**src/common/soc_defines.svh**
```systemverilog
`ifndef SOC_DEFINES_SVH
`define SOC_DEFINES_SVH

// bus widths
`define DATA_W 32
`define ADDR_W 30
`define SEL_W 4

// on-chip RAM, 1024 words at address zero
`define RAM_ADDR_BITS 10
`define RAM_BASE_HI 20'h00000

// device region in the top 64 KB
`define DEV_HI_BITS 16
`define DEV_BASE_HI 16'hFFFF
`define DEV_SLOT_BITS 8
`define REG_ADDR_W 6
`define BOARD_SLOT 2

// board I/O widths
`define SWITCH_W 8
`define LED_W 8
`define DISP_W 16
`define BTN_W 4

// bus reset hold after reset_i drops
`define RESET_STRETCH 16

`endif

```
**src/common/soc_pkg.sv**
```systemverilog
`include "soc_defines.svh"

package soc_pkg;

	// master to slave
	typedef struct packed {
		logic cyc;
		logic stb;
		logic we;
		logic [`SEL_W-1:0] sel;
		logic [`ADDR_W-1:0] addr;
		logic [`DATA_W-1:0] data;
	} wb_req_t;

	// slave to master
	typedef struct packed {
		logic [`DATA_W-1:0] data;
		logic ack;
		logic err;
	} wb_rsp_t;

	// adapter to device slot
	typedef struct packed {
		logic cs;
		logic we;
		logic [`SEL_W-1:0] sel;
		logic [`REG_ADDR_W-1:0] reg_addr;
		logic [`DATA_W-1:0] data;
	} dev_req_t;

	typedef struct packed {
		logic [`DATA_W-1:0] data;
		logic ack;
	} dev_rsp_t;

	// bit 3 is l, bit 0 is d
	typedef struct packed {
		logic l;
		logic r;
		logic u;
		logic d;
	} btn_t;

	// board register word offsets
	typedef enum logic [`REG_ADDR_W-1:0] {
		REG_SWITCH = 6'd0,
		REG_LED = 6'd1,
		REG_DISP = 6'd2,
		REG_IRQ = 6'd3
	} board_reg_e;

	typedef enum logic [1:0] {
		REGION_RAM,
		REGION_DEV,
		REGION_NONE
	} region_e;

endpackage

```
**src/wb_region_decoder.sv**
```systemverilog
`timescale 1ns/100ps
`include "soc_defines.svh"

module wb_region_decoder (
	input logic clk_cpu,
	input logic bus_reset_i,
	input soc_pkg::wb_req_t m_req_i,
	output soc_pkg::wb_rsp_t m_rsp_o,
	output soc_pkg::wb_req_t ram_req_o,
	input soc_pkg::wb_rsp_t ram_rsp_i,
	output soc_pkg::wb_req_t dev_req_o,
	input soc_pkg::wb_rsp_t dev_rsp_i
);

	soc_pkg::region_e region;
	logic sel_ram;
	logic sel_dev;
	logic err_q;

	// classify on the upper address bits
	always_comb begin
		if (m_req_i.addr[`ADDR_W-1:`RAM_ADDR_BITS] == `RAM_BASE_HI) begin
			region = soc_pkg::REGION_RAM;
		end else if (m_req_i.addr[`ADDR_W-1:`ADDR_W-`DEV_HI_BITS] == `DEV_BASE_HI) begin
			region = soc_pkg::REGION_DEV;
		end else begin
			region = soc_pkg::REGION_NONE;
		end
	end

	assign sel_ram = (region == soc_pkg::REGION_RAM);
	assign sel_dev = (region == soc_pkg::REGION_DEV);

	// only the chosen slave sees cyc and stb
	always_comb begin
		ram_req_o = m_req_i;
		ram_req_o.cyc = m_req_i.cyc & sel_ram;
		ram_req_o.stb = m_req_i.stb & sel_ram;
		dev_req_o = m_req_i;
		dev_req_o.cyc = m_req_i.cyc & sel_dev;
		dev_req_o.stb = m_req_i.stb & sel_dev;
	end

	// unmapped address, one-cycle err pulse
	always_ff @(posedge clk_cpu) begin
		if (bus_reset_i) begin
			err_q <= 1'b0;
		end else begin
			err_q <= m_req_i.cyc & m_req_i.stb & (region == soc_pkg::REGION_NONE) & ~err_q;
		end
	end

	always_comb begin
		case (region)
			soc_pkg::REGION_RAM: m_rsp_o = ram_rsp_i;
			soc_pkg::REGION_DEV: m_rsp_o = dev_rsp_i;
			default: begin
				m_rsp_o.data = '0;
				m_rsp_o.ack = 1'b0;
				m_rsp_o.err = err_q;
			end
		endcase
	end

endmodule

```
**config.mk**
```make
export PLATFORM = sky130hd
export DESIGN_NAME = wb_region_decoder
export DESIGN_NICKNAME = d
export VERILOG_FILES = /design/src/common/soc_pkg.sv /design/src/wb_region_decoder.sv
export VERILOG_INCLUDE_DIRS = /design/src /design/src/common
export SDC_FILE = /design/constraint.sdc
export NUM_CORES = 1
export LEC_CHECK = 0
export ABC_AREA = 1
export BUFFER_PORTS_ARGS = -buffer_cell sky130_fd_sc_hd__buf_2
export CAP_MARGIN = 20
export CORE_AREA = 2 2 120 122
export CTS_CLUSTER_DIAMETER = 30
export CTS_CLUSTER_SIZE = 28
export DETAILED_ROUTE_END_ITERATION = 16
export DIE_AREA = 0 0 122 124
export PLACE_DENSITY = 0.58
export SYNTH_ARGS = -nofsm -noshare
export SYNTH_HDL_FRONTEND = slang
export SYNTH_SLANG_ARGS = --single-unit
export TNS_END_PERCENT = 10
```
**constraint.sdc**
```tcl
create_clock -name clk_cpu -period 1.5 [get_ports clk_cpu]
set_clock_uncertainty 0.15 [all_clocks]
set_input_delay 0.3 -clock clk_cpu [delete_from_list [all_inputs] [get_ports clk_cpu]]
set_output_delay 0.3 -clock clk_cpu [all_outputs]
set_load 0.01 [all_outputs]
```
== Word-level counts from Yosys, hierarchy flattened ==
Cells that the tools add are included.

* Register bits: 1
* Input bits: 139
* Output and inout bits: 172
* Word-level logic and storage cells: 17

* Eq/ne operators: 3
* Mux-type cells: 3
* Bitwise gates (word level): 8
* Reductions and logical operators: 2

{| class="wikitable"
|+ Operator list
! cell !! count
|-
| $pmux W34 S2 || 1
|-
| $logic_not A20 Y1 || 1
|-
| $eq A16 B16 Y1 const B || 1
|-
| $and A1 B1 Y1 || 7
|-
| $mux W2 || 2
|-
| $eq A2 B1 Y1 const B || 1
|-
| $eq A2 B2 Y1 const B || 1
|-
| $logic_not A2 Y1 || 1
|-
| $not A1 Y1 || 1
|}

== Longest topological paths before layout ==
* Depth after elaboration: 6
* Gate-level depth with buffers: 9
* Gate-level depth less buffers: 8

== Worst setup path before layout ==
No wires, ideal clock.

* Path kind: input -> output
* Start point: input m_req_i[49] in the netlist's numbering
* End point: output m_rsp_o[20] in the netlist's numbering
* Arrival time: 1.146 ns
* Required time: 1.050 ns
* Slack: -0.096 ns
* Cell stages on the path: 5
* Cells stage by stage: or2_1 -> nor2_2 -> nand3_4 -> buf_6 -> o21ai_2

{| class="wikitable"
|+ RTL lines
! element !! RTL line !! RTL
|-
| start: declaration || wb_region_decoder.sv:7 || <nowiki>input soc_pkg::wb_req_t m_req_i,</nowiki>
|-
| end: declaration || wb_region_decoder.sv:8 || <nowiki>output soc_pkg::wb_rsp_t m_rsp_o,</nowiki>
|}

==> metrics.yaml <==
status: "finished with violations"
violations: "setup timing"
firstDrtPassIters: 4
setup_viol: 39
crit_path_end: "m_rsp_o[6]"
drt_iter0_drc: 23
grt_pass1_wl_um: 8450
required_ps: 1050
yosysWarnings: 0
hold_viol_final: 0
relSlewSlack_pct: 87.2
p_per_area_nw_per_um2: 155
synth_cells: 291
drive_gt1_share_pct: 82.0
fmax_ghz: 0.531
die_w_um: 122
critPathLaunchType: "input port"
final.setup.tns_ps: -13290
grt_use_total_pct: 7.46
antenna_found_initial: 0
wl_per_cell_um: 13.0
largest_reg_flops: 1
fin_crit_sh_pct: 125
irDropWorstVdd_v: 0.000141
ios: 311
grt_pass1_vias: 1617
path_class: "in2out"
rr_worst_depth: 2
regMostFlops: "err_q"
reg2reg_from: "err_q$_SDFF_PP0_"
rrSetupSlack_ps: 580
arrival_ps: 1430
route.detailed.drc: 0
hpwlAfterDp_um: 4980
clk_latency_ps: 0
synth_cell_types: 18
ant_nets: 0
routed_via_density: 3.41
largestRegisters: "err_q: 1 flops"
globalRoute.totalOverflow: 0
reg2reg_to: "err_q$_SDFF_PP0_"
leakage_nw: 1.55
diodes: 0
num_vias: 1827
grt_max_degree: 22
tightest_slew_ps: 191
hold_path.class: "reg2reg"
rows: 43
dieHeight_um: 124
total_power_w: 0.000402
yosysSeqAreaShare_pct: 1.10
fillers: 1578
syn_area_sq_um: 1830
synth-seq-cells: 1
rsz0062_at_grt: "yes"
core-area_sq_um: 13700
area_growth_pct: 41.4
slew_violations: 0
gp_congestion: 0.749
whs_ps: 415
post_synth.cell_area_avg_sq_um: 6.28
critPathLaunch: "m_req_i[50]"
holdBufCountCts: 0
layout.nets: 496
drt-total-wl_um: 6950
dieArea_sq_um: 15100
synthesis.nets: 430
finalCriticalPeriod_ps: 1880
finalWorstSetupSlack_ps: -382
port_buffers: 169
path_clk_slew_ps: 0
cp-end-kind: "output pin"
start_util_pct: 13.3
drv_cap: 0
crit_fanout: 5
## critical path: stages
cell and delay (ps):
buf_4 120, or2_4 230, nor2_4 130, nand3_4 90, buf_12 150, clkbuf_16 160
o21ai_2 100, buf_2 140
## per-stage QoR
stage	cell area (sq um)	instances	setup WS [ps]	utilization [%]
after global routing	2580	535	-466	18.8
after floorplan	1830	291	-72.6	-
after CTS	2310	529	-425	16.9
after detailed placement	2030	521	-482	14.8
final	2580	535	-382	18.8
after global placement	2030	521	-474	14.8
## routing by layer
| metal | track usage, % | part of all wire [%] | wire [um] | vias to the layer above |
|---|---|---|---|---|
| li1 | - | - | - | 868 |
| met1 | 7.10 | 31 | 2180 | 778 |
| met2 | 14.0 | 51 | 3540 | 132 |
| met3 | 1.92 | 11 | 773 | 49 |
| met4 | 5.17 | 6.6 | 456 | 0 |
| met5 | 0 | 0 | 0 | - |
## cell families after synthesis
logic type,after synthesis,share of synthesized area [%]
flops,1,1.10
simple gates,76,17.7
buf+inv,181,66.4
compound gates,33,14.8
## layout make-up
| cell class | instances | area, sq um | share of cell area [%] |
|---|---|---|---|
| Multi-Input combinational cell | 109 | 810 | 31.3 |
| Sequential cell | 1 | 20.0 | 0.774 |
| Inverter | 41 | 159 | 6.15 |
| Timing Repair Buffer | 204 | 1370 | 53.0 |
| Tap cell | 180 | 225 | 8.71 |
## cell usage after synthesis, drive strengths merged
library cell,count,area [sq um]
and3,1,6.26
buf,140,1060
dfxtp,1,20.0
inv,41,154
nand2,50,188
nand3,3,27.5
nand4,1,6.26
nor2,18,77.6
nor4,1,6.26
o21ai,33,270
or2,2,12.5
## how the worst min path moves through the flow
stage | end | cells after the start | start
6_report | err_q$_SDFF_PP0_ | 2 | err_q$_SDFF_PP0_
5_1_grt | err_q$_SDFF_PP0_ | 2 | err_q$_SDFF_PP0_
4_1_cts | err_q$_SDFF_PP0_ | 2 | err_q$_SDFF_PP0_
3_5_place_dp | err_q$_SDFF_PP0_ | 2 | err_q$_SDFF_PP0_
3_3_place_gp | err_q$_SDFF_PP0_ | 2 | err_q$_SDFF_PP0_
2_1_floorplan | err_q$_SDFF_PP0_ | 2 | bus_reset_i
## cell usage in the layout, fill, tap and decap left out
cell type,count
inv_1,38
nand3_1,2
dfxtp_1,1
nand2_2,30
or2_1,1
nand2_4,11
clkbuf_2,1
buf_8,1
o21ai_0,1
o21ai_2,30
inv_2,2
nand2_1,9
buf_12,5
nor2_2,5
o21ai_1,2
clkinv_4,1
nor2_4,6
buf_4,17
nand4_1,1
and3_1,1
nor4_1,1
clkbuf_16,2
buf_2,154
buf_16,2
nor2_1,7
nand3_4,1
buf_6,22
or2_4,1
## what timing repair did
| action | CTS | global route |
|---|---|---|
| pin swaps | 5 | 17 |
| gates resized for setup | 50 | 57 |
| setup buffers | 6 | 4 |
| cloned | 3 | 3 |
| hold endpoints to repair | 0 | 0 |
| setup endpoints to repair | 39 | 39 |
## where the power goes
| group | switching (W) | leakage (nW) | internal (W) |
|---|---|---|---|
| clock | 0 | 0 | 0 |
| combinational | 0.000172 | 1.54 | 0.000201 |
| sequential | 0.000000522 | 0.00820 | 0.0000283 |
| total | 0.000172 | 1.55 | 0.000229 |
(Power assumes the default switching activity.)
