**config.mk**
```make
export PLATFORM = sky130hd
export DESIGN_NAME = wb_board
export DESIGN_NICKNAME = d
export VERILOG_FILES = /design/src/common/soc_pkg.sv /design/src/board/wb_board.sv
export VERILOG_INCLUDE_DIRS = /design/src /design/src/common
export SDC_FILE = /design/constraint.sdc
export NUM_CORES = 1
export LEC_CHECK = 0
export BUFFER_PORTS_ARGS = -buffer_cell sky130_fd_sc_hd__buf_2
export CAP_MARGIN = 5
export CORE_MARGIN = 4
export CORE_UTILIZATION = 44
export DETAILED_ROUTE_END_ITERATION = 10
export GPL_ROUTABILITY_DRIVEN = 0
export HOLD_SLACK_MARGIN = 0.1
export PLACE_DENSITY = 0.82
export SKIP_LAST_GASP = 1
export SYNTH_ARGS = -nofsm -noshare
export SYNTH_HDL_FRONTEND = slang
export SYNTH_SLANG_ARGS = --single-unit
```
**constraint.sdc**
```tcl
create_clock -name clk_cpu -period 2.8 [get_ports clk_cpu]
set_input_delay 0.56 -clock clk_cpu [delete_from_list [all_inputs] [get_ports clk_cpu]]
set_output_delay 0.56 -clock clk_cpu [all_outputs]
set_load 0.05 [all_outputs]
```
**src/common/soc_defines.svh**
```systemverilog
`ifndef SOC_DEFINES_SVH
`define SOC_DEFINES_SVH

// bus widths
`define DATA_W 32
`define ADDR_W 30
`define SEL_W 4

// on-chip RAM, 1024 words at address zero
`define RAM_ADDR_BITS 10
`define RAM_BASE_HI 20'h00000

// device region in the top 64 KB
`define DEV_HI_BITS 16
`define DEV_BASE_HI 16'hFFFF
`define DEV_SLOT_BITS 8
`define REG_ADDR_W 6
`define BOARD_SLOT 2

// board I/O widths
`define SWITCH_W 8
`define LED_W 8
`define DISP_W 16
`define BTN_W 4

// bus reset hold after reset_i drops
`define RESET_STRETCH 16

`endif

```
**src/common/soc_pkg.sv**
```systemverilog
`include "soc_defines.svh"

package soc_pkg;

	// master to slave
	typedef struct packed {
		logic cyc;
		logic stb;
		logic we;
		logic [`SEL_W-1:0] sel;
		logic [`ADDR_W-1:0] addr;
		logic [`DATA_W-1:0] data;
	} wb_req_t;

	// slave to master
	typedef struct packed {
		logic [`DATA_W-1:0] data;
		logic ack;
		logic err;
	} wb_rsp_t;

	// adapter to device slot
	typedef struct packed {
		logic cs;
		logic we;
		logic [`SEL_W-1:0] sel;
		logic [`REG_ADDR_W-1:0] reg_addr;
		logic [`DATA_W-1:0] data;
	} dev_req_t;

	typedef struct packed {
		logic [`DATA_W-1:0] data;
		logic ack;
	} dev_rsp_t;

	// bit 3 is l, bit 0 is d
	typedef struct packed {
		logic l;
		logic r;
		logic u;
		logic d;
	} btn_t;

	// board register word offsets
	typedef enum logic [`REG_ADDR_W-1:0] {
		REG_SWITCH = 6'd0,
		REG_LED = 6'd1,
		REG_DISP = 6'd2,
		REG_IRQ = 6'd3
	} board_reg_e;

	typedef enum logic [1:0] {
		REGION_RAM,
		REGION_DEV,
		REGION_NONE
	} region_e;

endpackage

```
**src/board/wb_board.sv**
```systemverilog
`timescale 1ns/100ps
`include "soc_defines.svh"

module wb_board (
	input logic clk_cpu,
	input logic bus_reset_i,
	input soc_pkg::dev_req_t req_i,
	output soc_pkg::dev_rsp_t rsp_o,
	input logic [`SWITCH_W-1:0] switch_i,
	input soc_pkg::btn_t btn_i,
	output logic [`LED_W-1:0] led_o,
	output logic [`DISP_W-1:0] disp_o,
	output logic irq_o
);

	logic [`SWITCH_W-1:0] sw_q;
	logic [`LED_W-1:0] led_q;
	logic [`DISP_W-1:0] disp_q;
	soc_pkg::btn_t btn_q;
	soc_pkg::btn_t btn_prev_q;
	logic [`BTN_W-1:0] irq_q;
	logic [`BTN_W-1:0] rise;
	logic [`BTN_W-1:0] clr;
	logic wr;
	logic [`DATA_W-1:0] rdata;

	assign wr = req_i.cs & req_i.we;
	assign rise = btn_q & ~btn_prev_q;

	// write-one-to-clear on the low byte
	always_comb begin
		clr = '0;
		if (wr && req_i.reg_addr == soc_pkg::REG_IRQ && req_i.sel[0]) begin
			clr = req_i.data[`BTN_W-1:0];
		end
	end

	always_ff @(posedge clk_cpu) begin
		sw_q <= switch_i;
	end

	always_ff @(posedge clk_cpu) begin
		if (bus_reset_i) begin
			led_q <= '0;
			disp_q <= '0;
			btn_q <= '0;
			btn_prev_q <= '0;
			irq_q <= '0;
		end else begin
			btn_q <= btn_i;
			btn_prev_q <= btn_q;
			// a new press wins over a clear in the same cycle
			irq_q <= (irq_q & ~clr) | rise;
			if (wr && req_i.reg_addr == soc_pkg::REG_LED && req_i.sel[0]) begin
				led_q <= req_i.data[`LED_W-1:0];
			end
			if (wr && req_i.reg_addr == soc_pkg::REG_DISP) begin
				if (req_i.sel[0]) begin
					disp_q[7:0] <= req_i.data[7:0];
				end
				if (req_i.sel[1]) begin
					disp_q[15:8] <= req_i.data[15:8];
				end
			end
		end
	end

	// read mux, unused offsets read zero
	always_comb begin
		rdata = '0;
		case (req_i.reg_addr)
			soc_pkg::REG_SWITCH: rdata[`SWITCH_W-1:0] = sw_q;
			soc_pkg::REG_LED: rdata[`LED_W-1:0] = led_q;
			soc_pkg::REG_DISP: rdata[`DISP_W-1:0] = disp_q;
			soc_pkg::REG_IRQ: rdata[`BTN_W-1:0] = irq_q;
			default: rdata = '0;
		endcase
	end

	assign rsp_o.data = rdata;
	assign rsp_o.ack = req_i.cs;

	assign led_o = led_q;
	assign disp_o = disp_q;
	assign irq_o = |irq_q;

endmodule

```
* Yosys cells after proc, flatten, opt, wreduce, memory -nomap -nowiden
Index checks and enable logic that the tools add are counted.
Widths: inputs -> output; s select.
** Operators by class
- Add/sub/neg operators :: 0
- Multiply operators :: 0
- Div/mod/pow operators :: 0
- Magnitude comparators :: 0
- Equality and inequality tests :: 3
- Shifts and indexed selects :: 0
- Mux-type cells :: 4
- Bitwise logic cells :: 6
- Reduce and logical (&&, ||, !) cells :: 9
** Operators with widths (count)
- $pmux 4 s4 :: 1
- $eq 6x2->1 const B :: 2
- $pmux 4 s3 :: 1
- $and 4x4->4 :: 2
- $mux 8 :: 1
- $not 4->4 :: 2
- $eq 6x1->1 const B :: 1
- $logic_not 6->1 :: 1
- $logic_and 1x1->1 :: 5
- $mux 4 :: 1
- $or 4x4->4 :: 1
- $reduce_and 2->1 :: 2
- $reduce_or 4->1 :: 1
- $and 1x1->1 :: 1
** Word-level totals
- Flip-flop bits (word level) :: 44
- Latch bits :: 0
- Bits in writable memories :: 0
- Bits in read-only memories :: 0
- Output and inout bits :: 58
- Memories :: 0

* Longest topological paths before layout
- Depth after elaboration :: 7
- Mapped depth :: 5

* Worst setup path before layout
No wires, ideal clock.
- Path type :: input to output
- Start :: in req_i[37] in the netlist's numbering
- End :: out rsp_o[1] in the netlist's numbering
- Arrival :: 2101 ps
- Data required time :: 2240 ps
- Path slack :: 139 ps
- Stages :: 4
- Buffers on the path :: 1
- Path through :: nor4_1 > clkbuf_1 > nand3_1 > nand4_1
** RTL lines
- from (decl) :: RTL line wb_board.sv:7 : input soc_pkg::dev_req_t req_i,
- to (decl) :: RTL line wb_board.sv:8 : output soc_pkg::dev_rsp_t rsp_o,

==> qor.csv <==
metric;value;unit
die area;5820;um2
Area growth syn-to-layout;23.7;%
top cell type's share of synthesized area;42.9;%
Synth area leaders;dfxtp_1 (43%), nand2b_1 (14%), mux2i_1 (12%), buf_4 (6.2%), and3_1 (3.7%);
Core Area;4440;um2
Combinational Power Share;12.4;%
Die Wd;76.3;um
Ys Warns;0;
Cells after Synth;214;
via count;1688;
Remaining DRCs;0;
Row Count;24;
clock power share;36.9;%
drt wl/cell;13.4;um
Worst Path Max Fanout;4;
Initial Utilization;46.2;%
Psw;0.324;mW
reg-to-reg slack, setup;2.11;ns
I/O Buffers;81;
Slew @ Worst Pin;0.676;ns
cell area after synthesis;2050;um2
share of cells above drive strength 1;33.4;%
Final min period;2.60;ns
hold crit path type;in2reg;
max_cap viols;0;
Final nets;350;
Slew Viols, Final;0;
CP dominant cell by count;buf_2;
number of synthesized flops with an enable pin;0;
post-DR vias/cell;4.89;
critical path's largest stage delay;0.55;ns
CP max stage cell;or4_4;
I/O Pins;116;
Internal;0.954;mW
Syn Area/Cell;9.59;um2
most instantiated cells after synthesis;nand2b_1 (46), dfxtp_1 (44), mux2i_1 (24);
relative slew slack;54.9;%
htree depth;2;
Overflow after GRT;0;
Arr. time, crit path;2.04;ns
Critical Path Start Type;input pin;
data required time at the worst endpoint;2.24;ns
ys async rst share;0;%
Setup WS post-layout;0.201;ns
Post-Route WL;4.64;mm
initial antenna violation count;0;
GRT Overall Usage;15.7;%
type of the worst setup path;in2out;
Min Hold Slack;0.365;ns
most frequent cell after synthesis;nand2b_1;
post-route total power;1.28;mW
leakage;1.27;nW
Detail Route Antenna Nets;0;
Starting DRT DRC Count;93;
endpoints failing setup;0;
root buffer cell;clkbuf_8;
worst skew pair latency;0.29;ns
clock-pin transition on the worst setup and hold timing paths;0.08;ns
post-detail-place hpwl;3.45;mm
Seq pwr share;50.7;%
CP Capture Type;primary output;
CTS tree;built;
post-synthesis register bit count;44;
post-synthesis sequential area ratio;42.9;%
fin crit share;92.8;%
post-CTS setup buffer count;0;
maximum buffer depth of the clock tree;2;
unrepaired setup endpoints after global routing;false;
CTS buffer count;5;
Post-Layout Cell Count;345;
Net Sw Frac;25.4;%
synth unique cells;22;
TNS Setup;0;ns
fmax;0.385;GHz
Post-DP Area;2430;um2
Crit path buffers/inverters;2;
Finished Core Util;57.1;%
# hold bufs at CTS;0;
Fin. Hold Viols;0;
PwrDens;503;nW/um2
cell accounting for the most synthesized area;dfxtp_1;
largest delay contributor family on the critical path;simple AND/OR/NAND/NOR gates;
Top FF cell, synth;dfxtp_1;
placed cells;337;
global-route wire length before repair;7.42;mm
Resized Gates After CTS;0;
cell area after layout;2540;um2
status;complete, no violations;
Max VDD drop;0.310;mV
vias in the first global route;1567;
worst-case clock skew;0.00126;ns
Die Y-Extent;76.3;um
pre-CTS setup slack;0.202;ns
Clock Sinks;44;
diode count;0;
worst-path cell chain;buf_2, or4_4, nor2_1, a221o_1, buf_2;
DR pass1 iterations;4;
largest net degree at the start of global routing;53;
path summary, 6_finish.rpt:
path              cells after the start                start                  end
setup / recovery                      5            req_i[37]             rsp_o[6]
hold / removal                        1          switch_i[5]      sw_q[5]$_DFF_P_
setup reg to reg                      2  irq_q[1]$_SDFF_PP0_  irq_q[1]$_SDFF_PP0_
hold reg to reg                       2  btn_q[0]$_SDFF_PP0_  irq_q[0]$_SDFF_PP0_
worst reg2reg max path, delay by kind of cell, from the launching register on:
kind | cells | cell delay [ns]
compound gates | 2 | 0.24
flops | 1 | 0.38
flip-flops by register name, indices dropped and copies added (netlist names):
name and flops:
disp_o 16, sw_q 8, irq_q 4, led_o 8, btn_q 4, btn_prev_q 4
placed cells by master (no fill, tap or decap):
cell / instances
buf_2: 81
nand2b_1: 46
dfxtp_1: 44
mux2i_1: 24
conb_1: 16
nand3_1: 14
and3_1: 12
nor2b_1: 10
nand4_1: 8
clkbuf_8: 5
a221o_1: 4
inv_1: 4
o41ai_1: 4
a21oi_1: 4
buf_4: 4
nor2_1: 3
nor3_4: 2
or4_4: 1
nor4_2: 1
or4_1: 1
nand2_1: 1
or3_4: 1
bufinv_16: 1
clkinv_2: 1
clkinvlp_4: 1
per-layer routing:
layer / part of all wire [%] / GRT usage [%] / up-vias
met5: 0 / 0 / -
met4: 0.88 / 4.35 / 0
met3: 7.6 / 5.32 / 4
met2: 46 / 25.8 / 72
met1: 46 / 19.6 / 756
li1: - / - / 856
cell type report:
cell class,count,area [um2]
Clock inverter,3,42.5
Sequential cell,44,881
Fill cell,400,1910
Tap cell,52,65.1
Multi-Input combinational cell,152,1030
Timing Repair Buffer,85,435
Clock buffer,5,68.8
Inverter,4,15.0
power groups by stage:
stage / sequential (mW) / clock, mW / combinational (mW)
after floorplan: 0.662 / 0 / 0.131
after global placement: 0.662 / 0 / 0.156
after detailed placement: 0.663 / 0 / 0.159
after CTS: 0.648 / 0.487 / 0.159
after global routing: 0.650 / 0.516 / 0.170
final: 0.648 / 0.472 / 0.158
cell families after synthesis:
logic type | share of synthesized area [%]
AO/OA/AOI/OAI | 4.63
buffers and inverters | 9.88
flip-flops | 42.9
multiplexers | 11.7
other | 0.183
AND/OR/NAND/NOR | 30.7
(Power assumes the default switching activity.)
