`src/common/soc_defines.svh`:
```
`ifndef SOC_DEFINES_SVH
`define SOC_DEFINES_SVH

// bus widths
`define DATA_W 32
`define ADDR_W 30
`define SEL_W 4

// on-chip RAM, 1024 words at address zero
`define RAM_ADDR_BITS 10
`define RAM_BASE_HI 20'h00000

// device region in the top 64 KB
`define DEV_HI_BITS 16
`define DEV_BASE_HI 16'hFFFF
`define DEV_SLOT_BITS 8
`define REG_ADDR_W 6
`define BOARD_SLOT 2

// board I/O widths
`define SWITCH_W 8
`define LED_W 8
`define DISP_W 16
`define BTN_W 4

// bus reset hold after reset_i drops
`define RESET_STRETCH 16

`endif

```
`src/common/soc_pkg.sv`:
```
`include "soc_defines.svh"

package soc_pkg;

	// master to slave
	typedef struct packed {
		logic cyc;
		logic stb;
		logic we;
		logic [`SEL_W-1:0] sel;
		logic [`ADDR_W-1:0] addr;
		logic [`DATA_W-1:0] data;
	} wb_req_t;

	// slave to master
	typedef struct packed {
		logic [`DATA_W-1:0] data;
		logic ack;
		logic err;
	} wb_rsp_t;

	// adapter to device slot
	typedef struct packed {
		logic cs;
		logic we;
		logic [`SEL_W-1:0] sel;
		logic [`REG_ADDR_W-1:0] reg_addr;
		logic [`DATA_W-1:0] data;
	} dev_req_t;

	typedef struct packed {
		logic [`DATA_W-1:0] data;
		logic ack;
	} dev_rsp_t;

	// bit 3 is l, bit 0 is d
	typedef struct packed {
		logic l;
		logic r;
		logic u;
		logic d;
	} btn_t;

	// board register word offsets
	typedef enum logic [`REG_ADDR_W-1:0] {
		REG_SWITCH = 6'd0,
		REG_LED = 6'd1,
		REG_DISP = 6'd2,
		REG_IRQ = 6'd3
	} board_reg_e;

	typedef enum logic [1:0] {
		REGION_RAM,
		REGION_DEV,
		REGION_NONE
	} region_e;

endpackage

```
`src/dev/wb_dev_adapter.sv`:
```
`timescale 1ns/100ps
`include "soc_defines.svh"

module wb_dev_adapter (
	input logic clk_cpu,
	input logic bus_reset_i,
	input soc_pkg::wb_req_t req_i,
	output soc_pkg::wb_rsp_t rsp_o,
	output soc_pkg::dev_req_t board_req_o,
	input soc_pkg::dev_rsp_t board_rsp_i
);

	// word address bits inside the device region
	localparam int LOW_BITS = 32 - `DEV_HI_BITS - 2;
	localparam int SLOT_W = LOW_BITS - `REG_ADDR_W;

	logic [SLOT_W-1:0] slot;
	logic [`REG_ADDR_W-1:0] reg_off;
	logic busy;
	logic hit;
	logic err_q;
	soc_pkg::dev_req_t board_q;

	assign slot = req_i.addr[LOW_BITS-1:`REG_ADDR_W];
	assign reg_off = req_i.addr[`REG_ADDR_W-1:0];

	// a slot is busy for the cycle it answers
	assign busy = board_q.cs | err_q;
	assign hit = req_i.cyc & req_i.stb & ~busy;

	always_ff @(posedge clk_cpu) begin
		if (bus_reset_i) begin
			board_q.cs <= 1'b0;
			err_q <= 1'b0;
		end else begin
			board_q.cs <= hit & (slot == `BOARD_SLOT);
			err_q <= hit & (slot != `BOARD_SLOT);
		end
		if (hit) begin
			board_q.we <= req_i.we;
			board_q.sel <= req_i.sel;
			board_q.reg_addr <= reg_off;
			board_q.data <= req_i.data;
		end
	end

	assign board_req_o = board_q;

	assign rsp_o.data = board_rsp_i.ack ? board_rsp_i.data : '0;
	assign rsp_o.ack = board_rsp_i.ack;
	assign rsp_o.err = err_q;

endmodule

```
`config.mk`:
```
export PLATFORM = sky130hd
export DESIGN_NAME = wb_dev_adapter
export DESIGN_NICKNAME = d
export VERILOG_FILES = /design/src/common/soc_pkg.sv /design/src/dev/wb_dev_adapter.sv
export VERILOG_INCLUDE_DIRS = /design/src /design/src/common
export SDC_FILE = /design/constraint.sdc
export NUM_CORES = 1
export LEC_CHECK = 0
export BUFFER_PORTS_ARGS = -buffer_cell sky130_fd_sc_hd__buf_4
export CORE_MARGIN = 10
export CORE_UTILIZATION = 33
export DETAILED_ROUTE_END_ITERATION = 8
export PLACE_DENSITY = 0.82
export SLEW_MARGIN = 20
export SYNTH_ARGS = -nofsm -noshare
export SYNTH_HDL_FRONTEND = slang
export SYNTH_SLANG_ARGS = --single-unit
```
`constraint.sdc`:
```
create_clock -name clk_cpu -period 2.2 [get_ports clk_cpu]
set_input_delay 0.33 -clock clk_cpu [delete_from_list [all_inputs] [get_ports clk_cpu]]
set_output_delay 0.33 -clock clk_cpu [all_outputs]
set_load 0.01 [all_outputs]
```
* Word-level counts from Yosys, hierarchy flattened
Cells that the tools add are included.
** Storage, ports and cells
- Logic and storage cells :: 15
- Bits of input ports :: 104
- Output and inout bits :: 78
- Flip-flop bits (word level) :: 45
** Cells by class
- Mux-type cells :: 1
- Bitwise operators :: 6
- Equality and inequality tests :: 2
** Operator list (number)
- $mux W32 :: 1
- $eq A8 B2 Y1 const B :: 1
- $ne A8 B2 Y1 const B :: 1
- $and A1 B1 Y1 :: 4
- $not A1 Y1 :: 1
- $or A1 B1 Y1 :: 1

* Depth between registers and ports, before layout
- Depth after elaboration :: 4
- Gate-level depth with buffers :: 2
- Gate-level depth less buffers :: 2

* Least setup slack after synthesis
No wires, ideal clock.
- Kind :: register to register
- From :: reg board_q (netlist bit board_req_o[43])
- To :: reg board_q (netlist bit board_req_o[0]), enable pin
- Arrival :: 1.409 ns
- Library setup time :: 0.397 ns
- Period minus slack after synthesis :: 1.806 ns
- Path buffers :: 0
- Stages on the path, launching flop included :: 3
- Data required time :: 1.803 ns
- Path slack :: 0.394 ns
- Path through :: dfxtp_1 -> nand4bb_1 -> inv_1
** Between the ends
- Word-level cells in the longest chain between the ends :: 3
** RTL lines
- start, declared :: RTL line wb_dev_adapter.sv:22 : soc_pkg::dev_req_t board_q;
- $or A1 B1 Y1 :: RTL line wb_dev_adapter.sv:28 : assign busy = board_q.cs | err_q;
- $not A1 Y1 :: RTL line wb_dev_adapter.sv:29 : assign hit = req_i.cyc & req_i.stb & ~busy;
- $and A1 B1 Y1 :: RTL line wb_dev_adapter.sv:29
- via hit :: RTL line wb_dev_adapter.sv:20 : logic hit;
The timed path passes the listed nets, and every way through them passes these cells.
A chain may end at the register's enable or synchronous reset.

* Worst setup path after layout
- From :: reg board_q (netlist bit board_req_o[43])
- To :: reg board_q (netlist bit board_req_o[34]), enable pin
The elaborated chain is that of the path after synthesis.

==> implementation parameters <==
Parameter                              Value

Setup path
  CP startpoint kind ... flop
  Critical Path Sink ... board_req_o[34]
  FF-to-FF path depth ... 3
  Path type of the worst setup path ... reg2reg
  Required time at the worst-slack endpoint ... approximately 2100 ps
  Highest fanout seen on the critical path ... 43
  Start point of the critical path ... board_req_o[43]
  Worst r2r dst ... board_req_o[34]
  Reg-to-Reg Start ... board_req_o[43]
  Endpoint arrival time on the critical path ... ~1400 ps
  Sort of element at the end of the critical path ... flop
  Register-to-register setup slack ... 760 ps

Layout
  Filler Cells Inserted ... 363
  Number of antenna cells inserted ... 0
  Post-synthesis to final-layout area growth ... 86.02%
  NumNets Final ... 360
  Summed area of non-filler cells in the final layout ... 3014 µm²
  Share of post-route cells with drive strength above 1 ... 0.6848

Yosys
  Portion of the post-synthesis area used by sequential elements ... 0.8216
  Proportion of netlist area held by the largest area contributor ... 0.7969
  #FFs+latches synth ... 45
  Syn avg cell area ... 18.41 µm²
  Largest cells by area after synthesis ... sky130_fd_sc_hd__edfxtp_1 (80%), sky130_fd_sc_hd__and2_1 (12%), sky130_fd_sc_hd__dfxtp_1 (2.5%)
  Cell type contributing the most total cell area after synthesis ... sky130_fd_sc_hd__edfxtp_1
  Count of different cell masters after synthesis ... 11
  Warning count from the yosys run ... 0
  Gate count of the mapped netlist ... 88
  Netlist area before placement ... 1620 µm²
  Post-synthesis net count ... 192

Placed design
  Placer congestion estimate ... about 0.75
  Detail Placement HPWL ... 5196 µm
  Placed inst area ... 2924 µm²
  PortBufs ... 165
  Worst slack at placement ... ~720 ps

Clock network
  Root Buffer ... sky130_fd_sc_hd__clkbuf_8
  Clock latency on the worst-skew pair ... around 290 ps
  TritonCTS clock tree ... yes
  Post-cts sizing count ... 0
  Number of CTS-inserted buffers ... 5
  Deepest level of the CTS H-tree ... 2
  Number of clock sinks ... 45
  CTS Hold Bufs ... 0
  Post-CTS setup repair buffer count ... 0
  Clock-pin slew of the registers on the worst-case setup and hold paths ... approximately 80 ps
  Buffer levels on the longest clock path ... 2

Floorplanning
  Height of the chip ... roughly 90 µm
  Count of pins on the block boundary ... ~180
  Num rows ... 25
  Initial core utilization ... 0.3408
  Floorplan die area ... 8113 µm²
  Die Span X ... roughly 90 µm
  Core region area ... 4755 µm²

Global routing
  Total routing resource utilization after global routing ... 0.1389
  Grt ovf ... 0
  Number of antenna violations at the first check in global routing ... 0
  Pin count of the biggest net entering global routing ... 44
  Wire length of the first global-routing pass ... 8687 µm
  Vias in the first global route ... 1,455

Timing
  Number of failing hold endpoints at the final stage ... 0
  Accumulated negative setup slack ... 0 ps
  Final-report max-slew violation count ... 0
  Fmax achieved ... a little under 700 MHz
  Final critical-path required period ... 1437 ps
  Portion of the clock cycle consumed by the worst path in the final layout ... 0.6532
  Setup skew after layout ... 3.337 ps
  Worst slack on hold paths ... 203.2 ps
  Final WS setup ... 762.9 ps
  Actual transition at the worst max-transition pin ... 510.8 ps
  Final count of negative-setup-slack endpoints ... 0
  RSZ-0062 raised after global routing ... no
  Relative slew margins ... 0.6595

Route
  Metal3 WL ... roughly 910 µm
  Final routed DRC violation total ... 0
  Residual antenna-violating net count after detailed routing ... 0
  Via count ... 1,366
  Total wirelength of the detailed-routed design ... ~6000 µm
  Uppermost routed layer ... met4
  WL/cell ... 18.60 µm
  Iteration count of the initial detailed-routing pass ... 4
  Number of design-rule violations left by the first detailed-router iteration ... 65
  Via/cell ratio ... between 4 and 5
  WL met2 ... 2985 µm
  Wire length on met1 ... 2060 µm

Pwr
  Power per cell area ... 592.4 nW/µm²
  Final Power ... 0.001786 W
  Standby leakage power ... 1.379 nW
  Worst ir drop on vdd ... around 0.0003 V

Status
  Status ... finished, final reports clean

Hold path
  Path category of the worst min-delay check ... in2reg

Run
  Maxcap violations ... 0
## per-stage QoR
step	std cells	utilization
after detailed placement	316	0.6150
after global routing	324	0.6339
final	324	0.6339
after CTS	324	0.6339
after global placement	316	0.6150
after floorplan	88	-
## registers in the layout, indices dropped and copies added (netlist names)
name / flops
err_q: 1
board_req_o: 44
## logic make-up (layout without fill, tap and decap cells)
family,after synthesis,after routing,synth area share
AO/OA/AOI/OAI,1,1,0.004635
flip-flops,45,45,0.8216
AND/OR/NAND/NOR,36,36,0.1552
buffers and inverters,6,175,0.01853
## cell usage after synthesis
library cell	count
sky130_fd_sc_hd__a211oi_1	1
sky130_fd_sc_hd__nor4_2	1
sky130_fd_sc_hd__inv_1	1
sky130_fd_sc_hd__clkbuf_1	3
sky130_fd_sc_hd__nor4b_2	1
sky130_fd_sc_hd__nand4bb_1	1
sky130_fd_sc_hd__dfxtp_1	2
sky130_fd_sc_hd__and2_1	32
sky130_fd_sc_hd__buf_4	2
sky130_fd_sc_hd__and4bb_1	1
sky130_fd_sc_hd__edfxtp_1	43
## power breakdown
group          internal (W)  switching [W]
Clock              0.000225       0.000267
Sequential         0.000980     0.00000836
Combinational      0.000189       0.000116
## per-layer routing
| layer | GRT usage | vias to the layer above |
|---|---|---|
| met5 | 0 | - |
| met4 | 0.04111 | 0 |
| met3 | 0.07897 | 8 |
| met2 | 0.2433 | 115 |
| met1 | 0.1364 | 594 |
| li1 | - | 649 |
## worst max-delay path, cell delays in order (launching register included)
cell,delay [ps]
sky130_fd_sc_hd__dfxtp_1,310
sky130_fd_sc_hd__nand4bb_1,230
sky130_fd_sc_hd__inv_1,80
sky130_fd_sc_hd__buf_4,430
## placed cells by master (no fill, tap or decap)
master                       synthesis  routed
sky130_fd_sc_hd__a211oi_1            1       1
sky130_fd_sc_hd__inv_6               0       1
sky130_fd_sc_hd__nand4bb_1           1       1
sky130_fd_sc_hd__clkinvlp_4          0       1
sky130_fd_sc_hd__nor4b_2             1       1
sky130_fd_sc_hd__and4bb_1            1       1
sky130_fd_sc_hd__nor4_2              1       1
sky130_fd_sc_hd__clkinv_2            0       1
sky130_fd_sc_hd__clkbuf_8            0       5
sky130_fd_sc_hd__and2_1             32      32
sky130_fd_sc_hd__buf_4               2     166
sky130_fd_sc_hd__dfxtp_1             2       2
sky130_fd_sc_hd__inv_1               1       1
sky130_fd_sc_hd__edfxtp_1           43      43
## layout make-up
class                   count  area [µm²]  share of cell area
repair buffers            166        1246              0.4135
flip-flops and latches     45        1331              0.4417
clock buffers               5       68.82             0.02283
well taps                  67       83.83             0.02781
multi-input cells          37       259.0             0.08593
clock inverters             3       21.27            0.007057
inverters                   1       3.754            0.001245
## how the worst min path moves through the flow
stage,startpoint,end,slack [ps],depth (start not counted)
after floorplan,bus_reset_i,err_q,410,1
after global placement,bus_reset_i,err_q,510,2
after detailed placement,bus_reset_i,err_q,510,2
after CTS,bus_reset_i,err_q,190,2
after global routing,req_i[10],board_req_o[10],190,1
final,bus_reset_i,err_q,200,2
Power figures use the tool's default switching activity.
