`config.mk`:
```
export PLATFORM = sky130hd
export DESIGN_NAME = reset_stretch
export DESIGN_NICKNAME = d
export VERILOG_FILES = /design/src/reset_stretch.sv
export VERILOG_INCLUDE_DIRS = /design/src /design/src/common
export SDC_FILE = /design/constraint.sdc
export NUM_CORES = 1
export LEC_CHECK = 0
export BUFFER_PORTS_ARGS = -buffer_cell sky130_fd_sc_hd__buf_2
export CAP_MARGIN = 20
export CELL_PAD_IN_SITES_DETAIL_PLACEMENT = 0
export CELL_PAD_IN_SITES_GLOBAL_PLACEMENT = 1
export CORE_AREA = 2 2 39 41
export CTS_CLUSTER_DIAMETER = 120
export CTS_CLUSTER_SIZE = 8
export DETAILED_ROUTE_END_ITERATION = 8
export DIE_AREA = 0 0 41 43
export PLACE_DENSITY_LB_ADDON = 0.1
export REMOVE_ABC_BUFFERS = 1
export SLEW_MARGIN = 0
export SYNTH_ARGS = -nofsm -noshare
export SYNTH_HDL_FRONTEND = slang
export SYNTH_SLANG_ARGS = --single-unit
```
`constraint.sdc`:
```
create_clock -name clk_cpu -period 1.75 [get_ports clk_cpu]
set_input_delay 0.35 -clock clk_cpu [delete_from_list [all_inputs] [get_ports clk_cpu]]
set_output_delay 0.35 -clock clk_cpu [all_outputs]
set_load 0.005 [all_outputs]
```
`src/common/soc_defines.svh`:
```
`ifndef SOC_DEFINES_SVH
`define SOC_DEFINES_SVH

// bus widths
`define DATA_W 32
`define ADDR_W 30
`define SEL_W 4

// on-chip RAM, 1024 words at address zero
`define RAM_ADDR_BITS 10
`define RAM_BASE_HI 20'h00000

// device region in the top 64 KB
`define DEV_HI_BITS 16
`define DEV_BASE_HI 16'hFFFF
`define DEV_SLOT_BITS 8
`define REG_ADDR_W 6
`define BOARD_SLOT 2

// board I/O widths
`define SWITCH_W 8
`define LED_W 8
`define DISP_W 16
`define BTN_W 4

// bus reset hold after reset_i drops
`define RESET_STRETCH 16

`endif

```
`src/reset_stretch.sv`:
```
`timescale 1ns/100ps
`include "soc_defines.svh"

module reset_stretch (
	input logic clk_cpu,
	input logic reset_i,
	output logic bus_reset_o
);

	// counted power-on reset, drains one bit per cycle
	logic [`RESET_STRETCH-1:0] shift_q;

	always_ff @(posedge clk_cpu) begin
		if (reset_i) begin
			shift_q <= '1;
		end else begin
			shift_q <= {shift_q[`RESET_STRETCH-2:0], 1'b0};
		end
	end

	// reset_i itself covers the cycles before the first load
	assign bus_reset_o = reset_i | (|shift_q);

endmodule

```
### After elaboration in Yosys (flattened, before gate mapping)

Cells that the tools add are included.

* bits in registers: 16
* output and inout port bits: 1
* logic and storage cells: 5
* input bits: 2

* muxes and demuxes: 1
* bitwise gates (word level): 1
* reduce and logical (&&, ||, !) cells: 1

Operator list (number)
* 16-bit OR reduction: 1
* 1-bit 2-to-1 mux: 1
* 1-bit OR: 1

### Longest topological paths before layout

Gate-level depths: netlist of run 1.

* word-level depth: 2
* mapped depth: 3
* depth with buffers taken out: 3

### Worst setup path before layout of run 1

No wires, ideal clock.

* kind: reg2out
* from: register shift_q[0]
* to: output port bus_reset_o
* path buffers: 0
* setup slack: 269 ps
* data arrival time: 1131 ps
* required time: 1400 ps
* stages on the path, launching flop included: 3
* path through: dfxtp_1 or4_1 or3_1

* longest elaborated chain between the ends: 2

Ends and longest elaborated chain
* start, declared: line reset_stretch.sv:11 `` logic [`RESET_STRETCH-1:0] shift_q; ``
* start signal, assigned: line reset_stretch.sv:17 `` shift_q <= {shift_q[`RESET_STRETCH-2:0], 1'b0}; ``
* 16-bit OR reduction: line reset_stretch.sv:22 `assign bus_reset_o = reset_i | (|shift_q);`
* 1-bit OR: line reset_stretch.sv:22
* end, declared: line reset_stretch.sv:7 `output logic bus_reset_o`

No other way between the ends.

### Final worst setup path of run 1

Ends and elaborated chain as after synthesis.

==> flow_summary.yaml, run 1 <==
synthesis:
  ys_warn_count: 0
  post-synth-top-area-cell: "dfxtp_1"
  postSynthAreaPerCell_um2: 12.0
  synthDominantCellAreaShare_pct: 70.5
  synth.area.top_cells: "dfxtp_1 71%, or2_1 21%, nor4_1 2.8%"
  sequential_to_total_area_share_from_yosys_stat_pct: 70.5
  synthDistinctLibCells: 8
  yosys_register_bits: 16
  synth.cell_area_um2: 454
  postSynthCellCount: 38
clocking:
  clock_tree_from_tritoncts: "built"
  clock_tree.htree_level_count: 1
  clk_root_buffer_cell: "clkbuf_4"
  clock_sink_count: 16
  postCtsSetupRepairBufs: 0
  cts_made_buffers: 3
  clk_pin_slew_worst_paths_ns: 0.09
  clock_latency_ns: 0.27
  post_cts_resize_count: 0
  cts-root-to-sink-buffers: 2
final_layout:
  fin_util_pct: 37.9
  design.final.nets: 47
  syn_to_final_growth_pct: 15.4
  largest_reg_flops: 16
  most_common_cell_after_layout_fill_and_taps_aside: "dfxtp_1"
  insertedDiodeCount: 0
  final_cell_mix: "16 x dfxtp_1, 15 x or2_1, 3 x clkbuf_4, 2 x nor4_1, 2 x buf_2"
  drive_gt1_share_pct: 15.9
  regMostFlops: "shift_q"
  reg.largest.list: "shift_q: 16 flops"
die:
  die-width_um: 41
  initial_core_util_pct: 32.8
  chipHeight_um: 43
  ioPinCount: 3
  die-area_um2: 1760
  core-area_um2: 1380
  placement_rows: 14
worst_setup_path:
  path_max_fanout: 2
  critPathCaptureType: "output pin"
  worst-endpoint-required_ns: 1.40
  start_kind: "register"
  r2r_slack_ns: 1.09
  criticalPathCategory: "register to output pin"
  critPathArrivalTime_ns: 1.53
sta:
  final.setup_skew_ns: 0.00195
  clock.fmax_mhz: 532
  final_setup_vio_count: 1
  fin_setup_tns_ns: -0.130
  post-route-min-period_ns: 1.88
  worst_path_setup_slack_after_routing_ns: -0.130
  timing.final.crit_share_pct: 107
  worstMarginPinSlew_ns: 0.295
  slew_headroom_pct: 80.2
  final-max-slew-violation-count: 0
  finalHoldViolations: 0
  setup_repair_after_global_routing_missed_its_margin: "yes"
route:
  wl_um: 653
  detailroute.via_count: 265
  dr_vias_cell: 4.42
  detail_route.drc_violations: 0
  final_antenna_net_count: 0
  detail_route.iter0.violations: 2
  drt_pass1_iterations: 2
  drt-wirelength-per-cell_um: 10.9
job:
  max_cap_viol_count: 0
grt:
  grt_pass1_wl_um: 1110
  globalRoute.totalOverflow: 0
  largest_net_degree_at_the_start_of_global_routing: 16
  grt_total_usage_pct: 10.0
  antenna_found_initial: 0
  via_count_of_the_first_global_routing_pass: 268
place:
  buffer_ports.inserted: 2
  placement.setup.worst_slack_ns: 0.124
  routabilityCongestion: 0.645
power_and_ir_drop:
  irDropWorstVdd_mv: 0.405
  power.total_mw: 0.609
  leakage_nw: 0.174
  power.density_nw_per_um2: 1160
hold_path:
  hold_class: "primary input to register"
status:
  failing_checks: "negative setup slack"
  outcome: "finished, violations left"
[timing repair]
item,4_1_cts,5_1_grt
pin swaps,1,0
hold endpoints to repair,0,0
hold buffers,0,0
endpoints found under the setup margin,1,1
[power breakdown]
group	internal, mW	switching [mW]	total, mW
sequential	0.369	0.00204	0.371
clock	0.126	0.103	0.229
combinational	0.00402	0.00492	0.00894
[cell type report]
class	count	area, um^2
clock buffer	4	36.3
multi-input combinational	21	130
sequential	16	320
timing repair buffer	3	17.5
tap	16	20.0
fill	139	860
[cells in the mapped netlist, drive strengths merged]
master / n
clkbuf: 1
nor3: 1
or3: 1
nor4: 2
dfxtp: 16
or2: 15
nand3: 1
or4: 1
[critical path, stage by stage, from the launching register on]
cell and delay [ns]:
dfxtp_1 0.31, or4_1 0.50, or3_1 0.31, buf_2 0.13
[per-stage QoR]
step	area (um^2)	hold WS (ns)	instances
global placement	488	0.418	56
finish	524	0.293	60
floorplan	450	0.378	37
global route	524	0.283	60
CTS	524	0.283	60
detailed placement	488	0.419	56
[cells by family (layout without fill, tap and decap cells)]
kind of cell | after synthesis | count (layout) | synth area share, %
DFF | 16 | 16 | 70.5
and+or+nand+nor | 21 | 21 | 28.6
buffers and inverters | 1 | 7 | 0.826
[worst paths after layout]
path,from,endpoint,cells after the start
setup / recovery,shift_q[0],bus_reset_o,3
hold / removal,reset_i,shift_q[12],2
setup reg to reg,shift_q[14],shift_q[15],1
hold reg to reg,shift_q[11],shift_q[12],1
[metal layers]
metal | GRT usage, % | wire (um)
met3 | 3.14 | 27
met1 | 13.3 | 339
met4 | 10.0 | 4
met2 | 11.9 | 281
met5 | 0 | 0
(Power assumes the default switching activity.)
==> run 2, diff against run 1 <==
--- a/config.mk
+++ b/config.mk
@@ -11,6 +11,7 @@
 export CELL_PAD_IN_SITES_DETAIL_PLACEMENT = 0
 export CELL_PAD_IN_SITES_GLOBAL_PLACEMENT = 1
 export CORE_AREA = 2 2 39 41
+export CTS_BUF_LIST = sky130_fd_sc_hd__clkbuf_8
 export CTS_CLUSTER_DIAMETER = 120
 export CTS_CLUSTER_SIZE = 8
 export DETAILED_ROUTE_END_ITERATION = 8
==> run 2 against run 1 <==
Compared with the run above:
- the flow still finishes with violations (negative setup slack)
- final cell count did not move
- die area stayed put
- non-clock buffer count stayed put
- global-route usage grew 0.50 points
- worst setup slack better by 0.036 ns
- sequential share of layout area shrank 2.1 points
- combinational power grew 2%
- utilization increased by 1.4 points
- total power rose by 15%
- wire length up 4.1%
- clock-buffer cell count unchanged
- critical path depth unchanged
==> flow_summary.yaml, run 2 (synthesis gave the netlist of run 1 again) <==
final_layout:
  design.final.nets: 47
  drive_gt1_share_pct: 15.9
  largest_reg_flops: 16
  reg.largest.list: "shift_q: 16 flops"
  final_area_um2: 543
  most_common_cell_after_layout_fill_and_taps_aside: "dfxtp_1"
  insertedDiodeCount: 0
  syn_to_final_growth_pct: 19.6
  final_cell_mix: "16 x dfxtp_1, 15 x or2_1, 4 x clkbuf_8, 2 x nor4_1, 2 x buf_2"
  regMostFlops: "shift_q"
worst_setup_path:
  worstRegToRegCells: 1
  start_kind: "register"
  worst-endpoint-required_ns: 1.40
  crit_path_start: "shift_q[0]"
  critical_path.reg2reg.startpoint: "shift_q[14]"
  r2r_slack_ns: 1.09
  criticalPathCategory: "register to output pin"
  critPathArrivalTime_ns: 1.49
  crit-reg2reg-capture: "shift_q[15]"
  critPathCaptureType: "output pin"
  path_max_fanout: 2
  critPathCapture: "bus_reset_o"
die:
  die-width_um: 41
  die-area_um2: 1760
  core-area_um2: 1380
  chipHeight_um: 43
  placement_rows: 14
  ioPinCount: 3
  initial_core_util_pct: 32.8
grt:
  via_count_of_the_first_global_routing_pass: 269
  antenna_found_initial: 0
  largest_net_degree_at_the_start_of_global_routing: 16
  globalRoute.totalOverflow: 0
  grt_total_usage_pct: 10.5
  grt_pass1_wl_um: 1160
clocking:
  clk_pin_slew_worst_paths_ns: 0.06
  clk_root_buffer_cell: "clkbuf_8"
  post_cts_resize_count: 0
  clock_tree.htree_level_count: 1
  clock_tree_from_tritoncts: "built"
  clock_sink_count: 16
  cts-hold-fix-buffers: 0
  cts-root-to-sink-buffers: 2
  cts_made_buffers: 3
  postCtsSetupRepairBufs: 0
  clock_latency_ns: 0.24
route:
  met2RoutedLength_um: 284
  drt-wirelength-per-cell_um: 11.3
  drt_pass1_iterations: 3
  detailroute.via_count: 263
  detail_route.drc_violations: 0
  dr_vias_cell: 4.38
  met3_wire_length_um: 29
  route.layer.met1.wl_um: 361
  dr.max_layer_used: "met4"
  wl_um: 680
  final_antenna_net_count: 0
  detail_route.iter0.violations: 5
sta:
  final.setup_skew_ns: 0.000424
  final-max-slew-violation-count: 0
  whs_ns: 0.325
  fin_setup_tns_ns: -0.0936
  slew_headroom_pct: 80.2
  worst_path_setup_slack_after_routing_ns: -0.0936
  clock.fmax_mhz: 542
  timing.final.crit_share_pct: 105
  finalHoldViolations: 0
  post-route-min-period_ns: 1.84
  final_setup_vio_count: 1
  setup_repair_after_global_routing_missed_its_margin: "yes"
  worstMarginPinSlew_ns: 0.294
power_and_ir_drop:
  netSwitchingPower_mw: 0.125
  switching_share_pct: 17.9
  power_report.internal_total_mw: 0.573
  irDropWorstVdd_mv: 0.443
  power.share.combinational_pct: 1.3
  leakage_nw: 0.182
  share_clk_of_total_power_pct: 45.5
  power_frac_seq_pct: 53.2
  power.density_nw_per_um2: 1280
place:
  place_area_um2: 488
  buffer_ports.inserted: 2
  routabilityCongestion: 0.645
status:
  outcome: "finished, violations left"
  failing_checks: "negative setup slack"
job:
  max_cap_viol_count: 0
hold_path:
  hold_class: "primary input to register"
run 2: metrics by stage:
stage	std cells	power [mW]	util (%)	setup slack [ns]
5_1_grt	60	0.720	39.2	-0.155
4_1_cts	60	0.705	39.2	-0.106
3_5_place_dp	56	0.388	35.3	0.124
3_3_place_gp	56	0.388	35.3	0.139
2_1_floorplan	37	0.381	-	0.269
6_report	60	0.698	39.2	-0.0936
run 2: area by class of cell:
cell class,count,area [um^2]
fill,137,841
sequential,16,320
multi-input combinational,21,130
clock buffer,4,55.1
tap,16,20.0
timing repair buffer,3,17.5
run 2: worst min-delay path by stage:
stage,startpoint,to,cells past startpoint
floorplan,reset_i,shift_q[0],0
global placement,shift_q[0],shift_q[1],1
detailed placement,shift_q[11],shift_q[12],1
CTS,reset_i,shift_q[12],2
global route,reset_i,shift_q[12],2
finish,reset_i,shift_q[12],2
run 2: worst max-delay path, cell delays in order (launching register included):
cell     delay, ns
dfxtp_1       0.30
or4_1         0.51
or3_1         0.31
buf_2         0.13
run 2: routing by layer:
layer | vias up | track usage, %
li1 | 134 | -
met1 | 122 | 14.6
met2 | 5 | 11.3
met3 | 2 | 4.71
met4 | 0 | 10.0
met5 | - | 0
run 2: power groups by stage:
stage          registers (mW)  logic [mW]  clock network, mW
2_1_floorplan           0.379     0.00221                  0
5_1_grt                 0.372      0.0103              0.339
4_1_cts                 0.371     0.00914              0.324
6_report                0.371     0.00912              0.317
3_5_place_dp            0.379     0.00909                  0
3_3_place_gp            0.379     0.00893                  0
==> run 3, diff against run 2 <==
--- a/config.mk
+++ b/config.mk
@@ -6,7 +6,6 @@
 export SDC_FILE = /design/constraint.sdc
 export NUM_CORES = 1
 export LEC_CHECK = 0
-export BUFFER_PORTS_ARGS = -buffer_cell sky130_fd_sc_hd__buf_2
 export CAP_MARGIN = 20
 export CELL_PAD_IN_SITES_DETAIL_PLACEMENT = 0
 export CELL_PAD_IN_SITES_GLOBAL_PLACEMENT = 1
@@ -16,6 +15,7 @@
 export CTS_CLUSTER_SIZE = 8
 export DETAILED_ROUTE_END_ITERATION = 8
 export DIE_AREA = 0 0 41 43
+export DONT_BUFFER_PORTS = 1
 export PLACE_DENSITY_LB_ADDON = 0.1
 export REMOVE_ABC_BUFFERS = 1
 export SLEW_MARGIN = 0
==> run 3 against run 2 <==
Compared with the run above:
- the run now ends clean
- register-to-register slack about the same
- critical path depth decreased by 1
- worst setup slack improved by 0.10 ns
- global-route usage increased by 0.86 points
- first-iteration DRC count decreased by 20%
- critical endpoint unchanged
- largest power group unchanged
- highest routed layer unchanged
==> flow_summary.yaml, run 3 (synthesis gave the netlist of run 1 again) <==
sta:
  worstMarginPinSlew_ns: 0.219
  clock.fmax_mhz: 575
  final.setup_skew_ns: 0.00148
  finalHoldViolations: 0
  fin_setup_tns_ns: 0
  final_setup_vio_count: 0
  timing.final.crit_share_pct: 99.4
  final-max-slew-violation-count: 0
  slew_headroom_pct: 85.3
  setup_repair_after_global_routing_missed_its_margin: "yes"
  post-route-min-period_ns: 1.74
status:
  outcome: "finished, final reports clean"
route:
  dr_vias_cell: 4.39
  drt-wirelength-per-cell_um: 12.4
  drt_pass1_iterations: 2
  detail_route.iter0.violations: 4
  detail_route.drc_violations: 0
  final_antenna_net_count: 0
  wl_um: 709
  detailroute.via_count: 250
clocking:
  clk_root_buffer_cell: "clkbuf_8"
  cts_made_buffers: 3
  clock_tree.htree_level_count: 1
  clk_pin_slew_worst_paths_ns: 0.06
  clock_sink_count: 16
  cts-root-to-sink-buffers: 2
  cts-hold-fix-buffers: 0
  clock_tree_from_tritoncts: "built"
  clock_latency_ns: 0.25
worst_setup_path:
  criticalPathCategory: "register to output pin"
  start_kind: "register"
  worst-endpoint-required_ns: 1.40
  critPathCaptureType: "output pin"
  critPathArrivalTime_ns: 1.39
  path_max_fanout: 2
place:
  detailedPlacementHpwl_um: 467
  buffer_ports.inserted: 0
  cells_after_dpl: 53
  routabilityCongestion: 0.564
  place_area_um2: 470
die:
  die-width_um: 41
  ioPinCount: 3
  core-area_um2: 1380
  die-area_um2: 1760
  chipHeight_um: 43
  initial_core_util_pct: 32.8
  placement_rows: 14
grt:
  via_count_of_the_first_global_routing_pass: 268
  antenna_found_initial: 0
  globalRoute.totalOverflow: 0
  grt_pass1_wl_um: 1230
  grt_total_usage_pct: 11.4
  largest_net_degree_at_the_start_of_global_routing: 17
final_layout:
  stdcell_count: 57
  syn_to_final_growth_pct: 18.5
  reg.largest.list: "shift_q: 16 flops"
  largest_reg_flops: 16
  drive_gt1_share_pct: 14.6
  final_area_um2: 538
  fillers: 141
  regMostFlops: "shift_q"
  final_cell_mix: "16 x dfxtp_1, 15 x or2_1, 4 x clkbuf_8, 2 x nor4_2"
  design.final.nets: 44
  most_common_cell_after_layout_fill_and_taps_aside: "dfxtp_1"
  insertedDiodeCount: 0
power_and_ir_drop:
  power_frac_seq_pct: 53.5
  leakage_nw: 0.171
  power.total_mw: 0.695
  power.share.combinational_pct: 0.4
  power_report.internal_total_mw: 0.570
  share_clk_of_total_power_pct: 46.1
  irDropWorstVdd_mv: 0.849
  power.density_nw_per_um2: 1290
  netSwitchingPower_mw: 0.124
  switching_share_pct: 17.9
hold_path:
  hold_class: "primary input to register"
job:
  max_cap_viol_count: 0
run 3: layout make-up:
type / count / area (um^2) / share of cell area, %
Multi-Input combinational cell: 21 / 143 / 26.5
Sequential cell: 16 / 320 / 59.5
Clock buffer: 4 / 55.1 / 10.2
Tap cell: 16 / 20.0 / 3.72
run 3: what timing repair did:
item,in CTS,in global routing
gates resized for setup,0,2
pin swaps,2,0
setup buffers,0,0
endpoints found under the setup margin,1,1
run 3: path summary, 6_finish.rpt:
path	start	endpoint	slack (ns)	cells past startpoint
setup / recovery	shift_q[4]	bus_reset_o	0.01	2
setup reg to reg	shift_q[1]	shift_q[2]	1.09	1
hold / removal	reset_i	shift_q[0]	0.12	0
hold reg to reg	shift_q[11]	shift_q[12]	0.43	1
run 3: layer usage:
metal	vias to the layer above	global-route usage (%)	part of all wire [%]
met5	-	0	0
met4	0	6.00	2.0
met3	2	7.85	6.6
met2	5	13.8	40
met1	114	14.8	51
li1	129	-	-
run 3: power groups by stage:
stage	logic, mW	registers [mW]	clock network [mW]
2_1_floorplan	0.00221	0.379	0
3_3_place_gp	0.00236	0.379	0
3_5_place_dp	0.00247	0.379	0
4_1_cts	0.00248	0.371	0.329
5_1_grt	0.00289	0.372	0.346
6_report	0.00244	0.372	0.320
run 3: metrics by stage:
| step | setup slack (ns) | util (%) | hold WS (ns) |
|---|---|---|---|
| 2_1_floorplan | 0.269 | - | 0.378 |
| 3_3_place_gp | 0.250 | 34.0 | 0.379 |
| 3_5_place_dp | 0.236 | 34.0 | 0.379 |
| 4_1_cts | -0.00841 | 38.0 | 0.119 |
| 5_1_grt | -0.0422 | 38.9 | 0.112 |
| 6_report | 0.0110 | 38.9 | 0.125 |
run 3: worst max-delay path, stage by stage, from the launching register on:
cell     delay [ns]
dfxtp_1        0.31
or4_1          0.49
or3_1          0.34
